==> config.mk <==
export PLATFORM = sky130hd
export DESIGN_NAME = xif_dispatch_top
export DESIGN_NICKNAME = d
export VERILOG_FILES = /design/src/hdl/xif_pkg.sv /design/src/hdl/dispatch_pkg.sv /design/src/hdl/dispatch_rule_table.sv /design/src/hdl/xif_arith_coproc.sv /design/src/hdl/xif_result_arbiter.sv /design/src/hdl/xif_inst_dispatcher.sv /design/src/hdl/xif_dispatch_top.sv
export VERILOG_INCLUDE_DIRS = /design/src /design/src/hdl
export SDC_FILE = /design/constraint.sdc
export NUM_CORES = 2
export LEC_CHECK = 0
export BUFFER_PORTS_ARGS = -buffer_cell sky130_fd_sc_hd__buf_2
export CORE_MARGIN = 5
export CORE_UTILIZATION = 45
export DETAILED_ROUTE_END_ITERATION = 12
export GPL_TIMING_DRIVEN = 0
export SKIP_CTS_REPAIR_TIMING = 1
export SYNTH_ARGS = -nofsm -noshare
export SYNTH_HDL_FRONTEND = slang
export SYNTH_HIERARCHICAL = 1
export SYNTH_SLANG_ARGS = --single-unit
==> constraint.sdc <==
create_clock -name clk_i -period 8.35 [get_ports clk_i]
set_clock_uncertainty 0.2 [all_clocks]
set_input_delay 0.4175 -clock clk_i [delete_from_list [all_inputs] [get_ports clk_i]]
set_output_delay 0.4175 -clock clk_i [all_outputs]
set_load 0.01 [all_outputs]
==> src/hdl/xif_macros.svh <==
// sizing and field positions of the coprocessor dispatch subsystem
// coprocessor and rule counts, instruction bit offsets, tag width

`ifndef XIF_MACROS_SVH
`define XIF_MACROS_SVH

// number of attached coprocessors
`define XIF_N_COPROC 2
// one rule per coprocessor, default one included
`define XIF_N_RULES 2
// signature slots per rule
`define XIF_N_SIGN 4
// receives instructions no rule claims
`define XIF_DEFAULT_IDX 1

// opcode and func3 placement in the instruction word
`define XIF_OPCODE_OFF 0
`define XIF_OPCODE_W 7
`define XIF_FUNC3_OFF 12
`define XIF_FUNC3_W 3

// signature is opcode followed by func3
`define XIF_SIGN_W 10

// instruction tag width
`define XIF_ID_W 4

`endif

==> src/hdl/xif_pkg.sv <==
// extension interface types
// instruction word, operand/result word, tag and destination register

`include "xif_macros.svh"

package xif_pkg;

  // raw instruction as issued by the core
  typedef logic [31:0] instr_t;

  // source operand and result data
  typedef logic [31:0] operand_t;

  // tag carried from issue to result
  typedef logic [`XIF_ID_W-1:0] id_t;

  // destination register, instr[11:7]
  typedef logic [4:0] reg_addr_t;

endpackage

==> src/hdl/dispatch_pkg.sv <==
// dispatch rule types and result stage state
// signature, coprocessor select, rule/slot indices, result FSM enum

`include "xif_macros.svh"

package dispatch_pkg;

  // {opcode, func3}
  typedef logic [`XIF_SIGN_W-1:0] sign_t;

  // one bit per coprocessor, one-hot after priority pick
  typedef logic [`XIF_N_COPROC-1:0] coproc_sel_t;

  // rule table addressing
  typedef logic rule_idx_t;
  typedef logic [1:0] slot_idx_t;

  // result holding register
  typedef enum logic {
    IDLE,
    HOLD
  } result_state_e;

endpackage

==> src/hdl/dispatch_rule_table.sv <==
// signature rule register file
// one slot written per configuration strobe, all slots unused after reset

`timescale 1ns/1ns
`include "xif_macros.svh"

module dispatch_rule_table (
  input  logic                    clk_i,
  input  logic                    rst_ni,
  input  logic                    cfg_we_i,
  input  dispatch_pkg::rule_idx_t cfg_rule_i,
  input  dispatch_pkg::slot_idx_t cfg_slot_i,
  input  dispatch_pkg::sign_t     cfg_sign_i,
  output dispatch_pkg::sign_t [`XIF_N_RULES-1:0][`XIF_N_SIGN-1:0] rules_o
);

  import dispatch_pkg::*;

  // rule x slot storage
  sign_t [`XIF_N_RULES-1:0][`XIF_N_SIGN-1:0] rules_q;

  // all-ones marks a free slot, never matches a real signature
  always_ff @(posedge clk_i or negedge rst_ni) begin
    if (!rst_ni) begin
      rules_q <= '1;
    end else if (cfg_we_i) begin
      rules_q[cfg_rule_i][cfg_slot_i] <= cfg_sign_i;
    end
  end

  assign rules_o = rules_q;

  // writing the unused code would silently free the slot
  a_no_unused_write: assert property (
    @(posedge clk_i) disable iff (!rst_ni)
    cfg_we_i |-> (cfg_sign_i != sign_t'('1))
  );

endmodule

==> src/hdl/xif_arith_coproc.sv <==
// two-stage arithmetic coprocessor
// accepts func3 0..3: add, sub, mul low, xor; rejects the rest

`timescale 1ns/1ns
`include "xif_macros.svh"

module xif_arith_coproc (
  input  logic               clk_i,
  input  logic               rst_ni,
  input  logic               issue_valid_i,
  output logic               issue_ready_o,
  input  xif_pkg::instr_t    instr_i,
  input  xif_pkg::operand_t  rs1_i,
  input  xif_pkg::operand_t  rs2_i,
  input  xif_pkg::id_t       id_i,
  output logic               accept_o,
  output logic               writeback_o,
  output logic               result_valid_o,
  input  logic               result_ready_i,
  output xif_pkg::id_t       result_id_o,
  output xif_pkg::reg_addr_t result_rd_o,
  output xif_pkg::operand_t  result_data_o
);

  import xif_pkg::*;

  logic [`XIF_FUNC3_W-1:0] func3;
  logic                    issue_fire;
  logic                    s1_ready;
  logic                    s2_ready;

  // stage one, operands and op
  logic                    s1_valid_q;
  logic [1:0]              s1_op_q;
  operand_t                s1_a_q;
  operand_t                s1_b_q;
  id_t                     s1_id_q;
  reg_addr_t               s1_rd_q;
  operand_t                alu_res;

  // stage two, finished result
  logic                    s2_valid_q;
  id_t                     s2_id_q;
  reg_addr_t               s2_rd_q;
  operand_t                s2_data_q;

  assign func3 = instr_i[`XIF_FUNC3_OFF +: `XIF_FUNC3_W];

  // top func3 half is not ours
  assign accept_o    = issue_valid_i && (func3 < 3'd4);
  assign writeback_o = accept_o;

  // stall chain, ready falls only with both stages full and output blocked
  assign s2_ready      = !s2_valid_q || result_ready_i;
  assign s1_ready      = !s1_valid_q || s2_ready;
  assign issue_ready_o = s1_ready;

  // rejected instructions complete the handshake but leave no trace
  assign issue_fire = issue_valid_i & s1_ready & accept_o;

  always_comb begin
    case (s1_op_q)
      2'd0:    alu_res = s1_a_q + s1_b_q;
      2'd1:    alu_res = s1_a_q - s1_b_q;
      // low word of the product
      2'd2:    alu_res = s1_a_q * s1_b_q;
      default: alu_res = s1_a_q ^ s1_b_q;
    endcase
  end

  always_ff @(posedge clk_i or negedge rst_ni) begin
    if (!rst_ni) begin
      s1_valid_q <= 1'b0;
      s2_valid_q <= 1'b0;
    end else begin
      if (s1_ready) begin
        s1_valid_q <= issue_fire;
      end
      if (s2_ready) begin
        s2_valid_q <= s1_valid_q;
      end
    end
  end

  always_ff @(posedge clk_i) begin
    if (issue_fire) begin
      s1_op_q <= func3[1:0];
      s1_a_q  <= rs1_i;
      s1_b_q  <= rs2_i;
      s1_id_q <= id_i;
      // rd field sits at 11:7
      s1_rd_q <= instr_i[11:7];
    end
    if (s1_valid_q && s2_ready) begin
      s2_id_q   <= s1_id_q;
      s2_rd_q   <= s1_rd_q;
      s2_data_q <= alu_res;
    end
  end

  assign result_valid_o = s2_valid_q;
  assign result_id_o    = s2_id_q;
  assign result_rd_o    = s2_rd_q;
  assign result_data_o  = s2_data_q;

endmodule

==> src/hdl/xif_result_arbiter.sv <==
// fixed-priority result merge
// lowest index wins, grant locked while the output is stalled

`timescale 1ns/1ns
`include "xif_macros.svh"

module xif_result_arbiter (
  input  logic                     clk_i,
  input  logic                     rst_ni,
  input  logic [`XIF_N_COPROC-1:0] cp_valid_i,
  input  xif_pkg::id_t             cp_id_i [`XIF_N_COPROC],
  input  xif_pkg::reg_addr_t       cp_rd_i [`XIF_N_COPROC],
  input  xif_pkg::operand_t        cp_data_i [`XIF_N_COPROC],
  output logic [`XIF_N_COPROC-1:0] cp_ready_o,
  output logic                     valid_o,
  output xif_pkg::id_t             id_o,
  output xif_pkg::reg_addr_t       rd_o,
  output xif_pkg::operand_t        data_o,
  input  logic                     ready_i
);

  import xif_pkg::*;
  import dispatch_pkg::*;

  coproc_sel_t pick;
  coproc_sel_t grant;
  coproc_sel_t grant_q;
  // last cycle ended with a stalled transfer
  logic        lock_q;

  // lowest-index valid
  always_comb begin
    pick = '0;
    for (int i = `XIF_N_COPROC - 1; i >= 0; i--) begin
      if (cp_valid_i[i]) begin
        pick    = '0;
        pick[i] = 1'b1;
      end
    end
  end

  // a stalled winner keeps the grant so the stream does not switch
  assign grant = lock_q ? grant_q : pick;

  always_comb begin
    valid_o = 1'b0;
    id_o    = '0;
    rd_o    = '0;
    data_o  = '0;
    for (int i = 0; i < `XIF_N_COPROC; i++) begin
      if (grant[i]) begin
        valid_o = cp_valid_i[i];
        id_o    = cp_id_i[i];
        rd_o    = cp_rd_i[i];
        data_o  = cp_data_i[i];
      end
    end
  end

  // losers see ready low and hold
  assign cp_ready_o = grant & {`XIF_N_COPROC{ready_i}};

  always_ff @(posedge clk_i or negedge rst_ni) begin
    if (!rst_ni) begin
      lock_q  <= 1'b0;
      grant_q <= '0;
    end else begin
      lock_q  <= valid_o & ~ready_i;
      grant_q <= grant;
    end
  end

  a_grant_stable: assert property (
    @(posedge clk_i) disable iff (!rst_ni)
    (valid_o && !ready_i) |=> (valid_o && $stable(grant))
  );

endmodule

==> src/hdl/xif_inst_dispatcher.sv <==
// instruction dispatcher
// signature match, priority select, issue routing, result holding stage

`timescale 1ns/1ns
`include "xif_macros.svh"

module xif_inst_dispatcher (
  input  logic               clk_i,
  input  logic               rst_ni,
  // core issue
  input  logic               issue_valid_i,
  input  xif_pkg::instr_t    issue_instr_i,
  input  xif_pkg::operand_t  issue_rs1_i,
  input  xif_pkg::operand_t  issue_rs2_i,
  input  xif_pkg::id_t       issue_id_i,
  output logic               issue_ready_o,
  output logic               issue_accept_o,
  output logic               issue_writeback_o,
  // rule table
  input  dispatch_pkg::sign_t [`XIF_N_RULES-1:0][`XIF_N_SIGN-1:0] rules_i,
  // coprocessor issue
  output logic [`XIF_N_COPROC-1:0] cp_issue_valid_o,
  output xif_pkg::instr_t    cp_instr_o [`XIF_N_COPROC],
  output xif_pkg::operand_t  cp_rs1_o [`XIF_N_COPROC],
  output xif_pkg::operand_t  cp_rs2_o [`XIF_N_COPROC],
  output xif_pkg::id_t       cp_id_o [`XIF_N_COPROC],
  input  logic [`XIF_N_COPROC-1:0] cp_issue_ready_i,
  input  logic [`XIF_N_COPROC-1:0] cp_accept_i,
  input  logic [`XIF_N_COPROC-1:0] cp_writeback_i,
  // merged results from the arbiter
  input  logic               arb_valid_i,
  input  xif_pkg::id_t       arb_id_i,
  input  xif_pkg::reg_addr_t arb_rd_i,
  input  xif_pkg::operand_t  arb_data_i,
  output logic               arb_ready_o,
  // core result
  output logic               result_valid_o,
  output xif_pkg::id_t       result_id_o,
  output xif_pkg::reg_addr_t result_rd_o,
  output xif_pkg::operand_t  result_data_o,
  input  logic               result_ready_i
);

  import xif_pkg::*;
  import dispatch_pkg::*;

  logic [`XIF_OPCODE_W-1:0] opcode;
  logic [`XIF_FUNC3_W-1:0]  func3;
  sign_t                    sign;
  // rule hits, then default fallback, then one-hot pick
  coproc_sel_t              match;
  coproc_sel_t              cand;
  coproc_sel_t              sel;

  result_state_e            state_q;
  result_state_e            state_d;
  logic                     load;
  id_t                      id_q;
  reg_addr_t                rd_q;
  operand_t                 data_q;

  // ====================================================================
  // signature detection and select
  // ====================================================================

  assign opcode = issue_instr_i[`XIF_OPCODE_OFF +: `XIF_OPCODE_W];
  assign func3  = issue_instr_i[`XIF_FUNC3_OFF +: `XIF_FUNC3_W];
  assign sign   = {opcode, func3};

  // rule r belongs to coprocessor r
  always_comb begin
    match = '0;
    for (int r = 0; r < `XIF_N_RULES; r++) begin
      for (int s = 0; s < `XIF_N_SIGN; s++) begin
        if (rules_i[r][s] == sign) begin
          match[r] = 1'b1;
        end
      end
    end
  end

  // nobody claims it -> default coprocessor
  assign cand = (match != '0) ? match : coproc_sel_t'(1) << `XIF_DEFAULT_IDX;

  // lowest index wins, scan downwards so it is written last
  always_comb begin
    sel = '0;
    for (int i = `XIF_N_COPROC - 1; i >= 0; i--) begin
      if (cand[i]) begin
        sel    = '0;
        sel[i] = 1'b1;
      end
    end
  end

  // ====================================================================
  // issue routing
  // ====================================================================

  // unselected coprocessors see an all-zero request
  always_comb begin
    issue_ready_o     = 1'b0;
    issue_accept_o    = 1'b0;
    issue_writeback_o = 1'b0;
    for (int i = 0; i < `XIF_N_COPROC; i++) begin
      cp_issue_valid_o[i] = sel[i] & issue_valid_i;
      cp_instr_o[i]       = sel[i] ? issue_instr_i : '0;
      cp_rs1_o[i]         = sel[i] ? issue_rs1_i : '0;
      cp_rs2_o[i]         = sel[i] ? issue_rs2_i : '0;
      cp_id_o[i]          = sel[i] ? issue_id_i : '0;
      // response comes back only from the selected one
      if (sel[i]) begin
        issue_ready_o     = cp_issue_ready_i[i];
        issue_accept_o    = cp_accept_i[i];
        issue_writeback_o = cp_writeback_i[i];
      end
    end
  end

  // ====================================================================
  // result holding stage
  // ====================================================================

  // HOLD refills straight from the arbiter when the core drains it
  always_comb begin
    state_d     = state_q;
    arb_ready_o = 1'b0;
    unique case (state_q)
      IDLE: begin
        arb_ready_o = 1'b1;
        if (arb_valid_i) begin
          state_d = HOLD;
        end
      end
      HOLD: begin
        arb_ready_o = result_ready_i;
        if (result_ready_i && !arb_valid_i) begin
          state_d = IDLE;
        end
      end
    endcase
  end

  assign load = arb_valid_i & arb_ready_o;

  always_ff @(posedge clk_i or negedge rst_ni) begin
    if (!rst_ni) begin
      state_q <= IDLE;
    end else begin
      state_q <= state_d;
    end
  end

  // payload only
  always_ff @(posedge clk_i) begin
    if (load) begin
      id_q   <= arb_id_i;
      rd_q   <= arb_rd_i;
      data_q <= arb_data_i;
    end
  end

  assign result_valid_o = (state_q == HOLD);
  assign result_id_o    = id_q;
  assign result_rd_o    = rd_q;
  assign result_data_o  = data_q;

  a_sel_onehot: assert property (
    @(posedge clk_i) disable iff (!rst_ni)
    issue_valid_i |-> $onehot(sel)
  );

  // core must see the same result until it takes it
  a_hold_stable: assert property (
    @(posedge clk_i) disable iff (!rst_ni)
    (result_valid_o && !result_ready_i) |=>
      (result_valid_o && $stable(result_data_o) && $stable(result_id_o))
  );

endmodule

==> src/hdl/xif_dispatch_top.sv <==
// coprocessor dispatch subsystem top level
// rule table, dispatcher, two arithmetic coprocessors, result arbiter

`timescale 1ns/1ns
`include "xif_macros.svh"

module xif_dispatch_top (
  input  logic                    clk_i,
  input  logic                    rst_ni,
  // rule configuration
  input  logic                    cfg_we_i,
  input  dispatch_pkg::rule_idx_t cfg_rule_i,
  input  dispatch_pkg::slot_idx_t cfg_slot_i,
  input  dispatch_pkg::sign_t     cfg_sign_i,
  // issue
  input  logic                    issue_valid_i,
  input  xif_pkg::instr_t         issue_instr_i,
  input  xif_pkg::operand_t       issue_rs1_i,
  input  xif_pkg::operand_t       issue_rs2_i,
  input  xif_pkg::id_t            issue_id_i,
  output logic                    issue_ready_o,
  output logic                    issue_accept_o,
  output logic                    issue_writeback_o,
  // result
  output logic                    result_valid_o,
  output xif_pkg::id_t            result_id_o,
  output xif_pkg::reg_addr_t      result_rd_o,
  output xif_pkg::operand_t       result_data_o,
  input  logic                    result_ready_i
);

  import xif_pkg::*;
  import dispatch_pkg::*;

  sign_t [`XIF_N_RULES-1:0][`XIF_N_SIGN-1:0] rules;

  // dispatcher -> coprocessors
  logic [`XIF_N_COPROC-1:0] cp_issue_valid;
  instr_t                   cp_instr [`XIF_N_COPROC];
  operand_t                 cp_rs1 [`XIF_N_COPROC];
  operand_t                 cp_rs2 [`XIF_N_COPROC];
  id_t                      cp_id [`XIF_N_COPROC];
  logic [`XIF_N_COPROC-1:0] cp_issue_ready;
  logic [`XIF_N_COPROC-1:0] cp_accept;
  logic [`XIF_N_COPROC-1:0] cp_writeback;

  // coprocessors -> arbiter
  logic [`XIF_N_COPROC-1:0] cp_res_valid;
  id_t                      cp_res_id [`XIF_N_COPROC];
  reg_addr_t                cp_res_rd [`XIF_N_COPROC];
  operand_t                 cp_res_data [`XIF_N_COPROC];
  logic [`XIF_N_COPROC-1:0] cp_res_ready;

  // arbiter -> holding stage
  logic                     arb_valid;
  id_t                      arb_id;
  reg_addr_t                arb_rd;
  operand_t                 arb_data;
  logic                     arb_ready;

  dispatch_rule_table i_dispatch_rule_table (
    .clk_i      (clk_i),
    .rst_ni     (rst_ni),
    .cfg_we_i   (cfg_we_i),
    .cfg_rule_i (cfg_rule_i),
    .cfg_slot_i (cfg_slot_i),
    .cfg_sign_i (cfg_sign_i),
    .rules_o    (rules)
  );

  xif_inst_dispatcher i_xif_inst_dispatcher (
    .clk_i             (clk_i),
    .rst_ni            (rst_ni),
    .issue_valid_i     (issue_valid_i),
    .issue_instr_i     (issue_instr_i),
    .issue_rs1_i       (issue_rs1_i),
    .issue_rs2_i       (issue_rs2_i),
    .issue_id_i        (issue_id_i),
    .issue_ready_o     (issue_ready_o),
    .issue_accept_o    (issue_accept_o),
    .issue_writeback_o (issue_writeback_o),
    .rules_i           (rules),
    .cp_issue_valid_o  (cp_issue_valid),
    .cp_instr_o        (cp_instr),
    .cp_rs1_o          (cp_rs1),
    .cp_rs2_o          (cp_rs2),
    .cp_id_o           (cp_id),
    .cp_issue_ready_i  (cp_issue_ready),
    .cp_accept_i       (cp_accept),
    .cp_writeback_i    (cp_writeback),
    .arb_valid_i       (arb_valid),
    .arb_id_i          (arb_id),
    .arb_rd_i          (arb_rd),
    .arb_data_i        (arb_data),
    .arb_ready_o       (arb_ready),
    .result_valid_o    (result_valid_o),
    .result_id_o       (result_id_o),
    .result_rd_o       (result_rd_o),
    .result_data_o     (result_data_o),
    .result_ready_i    (result_ready_i)
  );

  // identical coprocessors, index 0 has result priority
  for (genvar i = 0; i < `XIF_N_COPROC; i++) begin : g_coproc
    xif_arith_coproc i_xif_arith_coproc (
      .clk_i          (clk_i),
      .rst_ni         (rst_ni),
      .issue_valid_i  (cp_issue_valid[i]),
      .issue_ready_o  (cp_issue_ready[i]),
      .instr_i        (cp_instr[i]),
      .rs1_i          (cp_rs1[i]),
      .rs2_i          (cp_rs2[i]),
      .id_i           (cp_id[i]),
      .accept_o       (cp_accept[i]),
      .writeback_o    (cp_writeback[i]),
      .result_valid_o (cp_res_valid[i]),
      .result_ready_i (cp_res_ready[i]),
      .result_id_o    (cp_res_id[i]),
      .result_rd_o    (cp_res_rd[i]),
      .result_data_o  (cp_res_data[i])
    );
  end

  xif_result_arbiter i_xif_result_arbiter (
    .clk_i      (clk_i),
    .rst_ni     (rst_ni),
    .cp_valid_i (cp_res_valid),
    .cp_id_i    (cp_res_id),
    .cp_rd_i    (cp_res_rd),
    .cp_data_i  (cp_res_data),
    .cp_ready_o (cp_res_ready),
    .valid_o    (arb_valid),
    .id_o       (arb_id),
    .rd_o       (arb_rd),
    .data_o     (arb_data),
    .ready_i    (arb_ready)
  );

endmodule

==> results.sh <==
export IMPL_status="complete, no violations"
export IMPL_worst_slew_pin_slew_ns=1.21
export IMPL_drv_slew=0
export IMPL_rsz0062_at_grt="true"
export IMPL_die_h_um=343
export IMPL_maxSlewHeadroom_pct=19.5
export IMPL_cts_tree="done"
export IMPL_vias=38000
export IMPL_gp_congestion=0.964
export IMPL_fillers=10400
export IMPL_drtAntennaViolNets=0
export IMPL_post_drt_wl_per_cell_um=25.5
export IMPL_first_iter_violations=3635
export IMPL_num_io_pins=163
export IMPL_fp_row_count=122
export IMPL_critPathCaptureType="flip-flop"
export IMPL_synth_nets=6360
export IMPL_post_route_period_util_pct=98.4
export IMPL_cp_data_required_time_ns=8.48
export IMPL_highest_layer="met5"
export IMPL_clk_path_buf_depth=3
export IMPL_grt_overflow=0
export IMPL_clock_latency_ns=0.62
export IMPL_cts_root_buf="clkbuf_16"
export IMPL_cts_buffers=31
export IMPL_netlist_area_sq_um=49900
export IMPL_place_inst=6712
export IMPL_place_hpwl_mm=143
export IMPL_initial_core_util_pct=45.2
export IMPL_die_area_sq_um=118000
export IMPL_grt_start_max_net_pins=49
export IMPL_cp_arrival_ns=8.35
export IMPL_area_growth_pct=10.6
export IMPL_cts_num_sinks=321
export IMPL_drcViolationCount=0
export IMPL_path_clk_slew_ns=0.07
export IMPL_met1_length_mm=78.1
export IMPL_grt_pass1_wl_mm=259
export IMPL_firstDrtPassIters=6
export IMPL_io_buffer_count=135
export IMPL_fmax_mhz=122
export IMPL_dr_wl_met3_mm=20.9
export IMPL_antenna_found_initial=18
export IMPL_via_per_inst=5.50
export IMPL_drive_above_1_share_pct=10.4
export IMPL_htreeDepth=1
export IMPL_syn_inst=5082
export IMPL_first_global_vias=38700
export IMPL_finalWirelength_mm=176
export IMPL_grt_usage_pct=30.1
export IMPL_layoutNonFillerInstCount=6904
export IMPL_path_class="reg -> reg"
export IMPL_drv_cap=0
export IMPL_synth_area_per_cell_sq_um=9.83
export IMPL_hold_violations=0
export IMPL_hp_class="in -> reg"
export IMPL_dieWidth_um=343
export IMPL_regArea_sq_um=9450
export IMPL_setup_viol=0
export IMPL_final_nets=6662
export IMPL_multiInputGateArea_sq_um=36200
export IMPL_crit_path_max_fanout=10
export IMPL_fp_coreArea_sq_um=111000
export IMPL_worst_setup_path_start_kind="flip-flop"
export IMPL_finalCriticalPeriod_ns=8.22
export IMPL_yosysWarnings=6
export IMPL_wl_met2_mm=72.1
==> routing by layer <==
| metal | vias to the layer above | GRT usage [%] |
|---|---|---|
| met3 | 221 | 9.71 |
| li1 | 16500 | - |
| met1 | 19500 | 45.0 |
| met5 | - | 0 |
| met2 | 1820 | 42.4 |
| met4 | 10 | 6.81 |
==> flip-flops by register name, summed over array words and instances, names as in the netlist <==
| signal | count |
|---|---|
| g_coproc.i_xif_arith_coproc/result_data_o | 64 |
| g_coproc.i_xif_arith_coproc/result_id_o | 8 |
| g_coproc.i_xif_arith_coproc/result_rd_o | 10 |
| g_coproc.i_xif_arith_coproc/result_valid_o | 2 |
| g_coproc.i_xif_arith_coproc/s1_a_q | 64 |
| g_coproc.i_xif_arith_coproc/s1_b_q | 64 |
| g_coproc.i_xif_arith_coproc/s1_id_q | 8 |
| g_coproc.i_xif_arith_coproc/s1_op_q | 4 |
| g_coproc.i_xif_arith_coproc/s1_rd_q | 10 |
| g_coproc.i_xif_arith_coproc/s1_valid_q | 2 |
| i_dispatch_rule_table/rules_o | 40 |
| i_xif_inst_dispatcher/result_data_o | 32 |
| i_xif_inst_dispatcher/result_id_o | 4 |
| i_xif_inst_dispatcher/result_rd_o | 5 |
| i_xif_inst_dispatcher/result_valid_o | 1 |
| i_xif_result_arbiter/grant_q | 2 |
| i_xif_result_arbiter/lock_q | 1 |
==> worst paths after layout <==
path / from / end / slack [ns] / cells past startpoint
worst max-delay path: g_coproc[1].i_xif_arith_coproc/s1_b_q[11] / g_coproc[1].i_xif_arith_coproc/result_data_o[30] / 0.13 / 23
worst min-delay path: issue_rs2_i[29] / g_coproc[0].i_xif_arith_coproc/s1_b_q[29] / 0.00009 / 2
worst max register to register: g_coproc[1].i_xif_arith_coproc/s1_b_q[11] / g_coproc[1].i_xif_arith_coproc/result_data_o[30] / 0.13 / 23
worst min register to register: g_coproc[1].i_xif_arith_coproc/s1_rd_q[2] / g_coproc[1].i_xif_arith_coproc/result_rd_o[2] / 0.22 / 0
max in group asynchronous: rst_ni / i_xif_result_arbiter/grant_q[0] / 6.99 / 2
min in group asynchronous: rst_ni / g_coproc[1].i_xif_arith_coproc/s1_valid_q / 0.35 / 2
==> layout by cell type (no fill, tap or decap), drive strengths merged, types with 119 or more instances in the layout <==
| master | count |
|---|---|
| xnor2 | 232 |
| and2 | 683 |
| buf | 289 |
| a21oi | 119 |
| edfxtp | 273 |
| clkbuf | 237 |
| nand2 | 557 |
| fa | 818 |
| o21ai | 131 |
| ha | 342 |
| inv | 807 |
==> metrics by stage <==
| stage | hold slack [ns] | area, sq um | util, % | setup TNS (ns) | setup WS, ns |
|---|---|---|---|---|---|
| after global placement | 0.201 | 52500 | 47.5 | -26.81 | -1.01 |
| final | 0.0000908 | 55200 | 50.0 | 0 | 0.131 |
| after global routing | -0.00317 | 55200 | 50.0 | -0.0587 | -0.0444 |
| after floorplan | -0.0781 | 49900 | - | 0 | 0.999 |
| after detailed placement | 0.205 | 52600 | 47.6 | -9.85 | -1.04 |
| after CTS | -0.182 | 53600 | 48.5 | -10.52 | -1.05 |
==> worst max-delay path: stages, from the launching register on <==
cell and delay (ns):
edfxtp_1 0.69, buf_2 0.51, and2_1 0.23, fa_1 0.41, fa_1 0.40, fa_1 0.51, inv_1 0.05, fa_1 0.47
inv_1 0.05, fa_1 0.47, ha_1 0.30, fa_1 0.50, fa_1 0.47, ha_4 0.33, and4_2 0.27, nor2b_1 0.14
a32oi_1 0.14, nand2_2 0.18, nor3b_1 0.08, o31a_1 0.32, a211oi_2 0.37, mux2_2 0.40, nor4_4 0.30, nor3_1 0.15
==> layout make-up <==
cell class                 instances  share of cell area, %
inverter                         803                   5.46
sequential                       321                   17.1
buffer                           279                   2.76
clock inverter                    22                  0.294
antenna                            7                 0.0317
tap                             1488                   3.37
clock buffer                      36                   1.44
multi-input combinational       3667                   65.6
timing repair buffer             281                   3.93
Power is left out: the tool's default activity adds up to more than one toggle a clock period on the data nets, which glitch-free logic cannot reach.
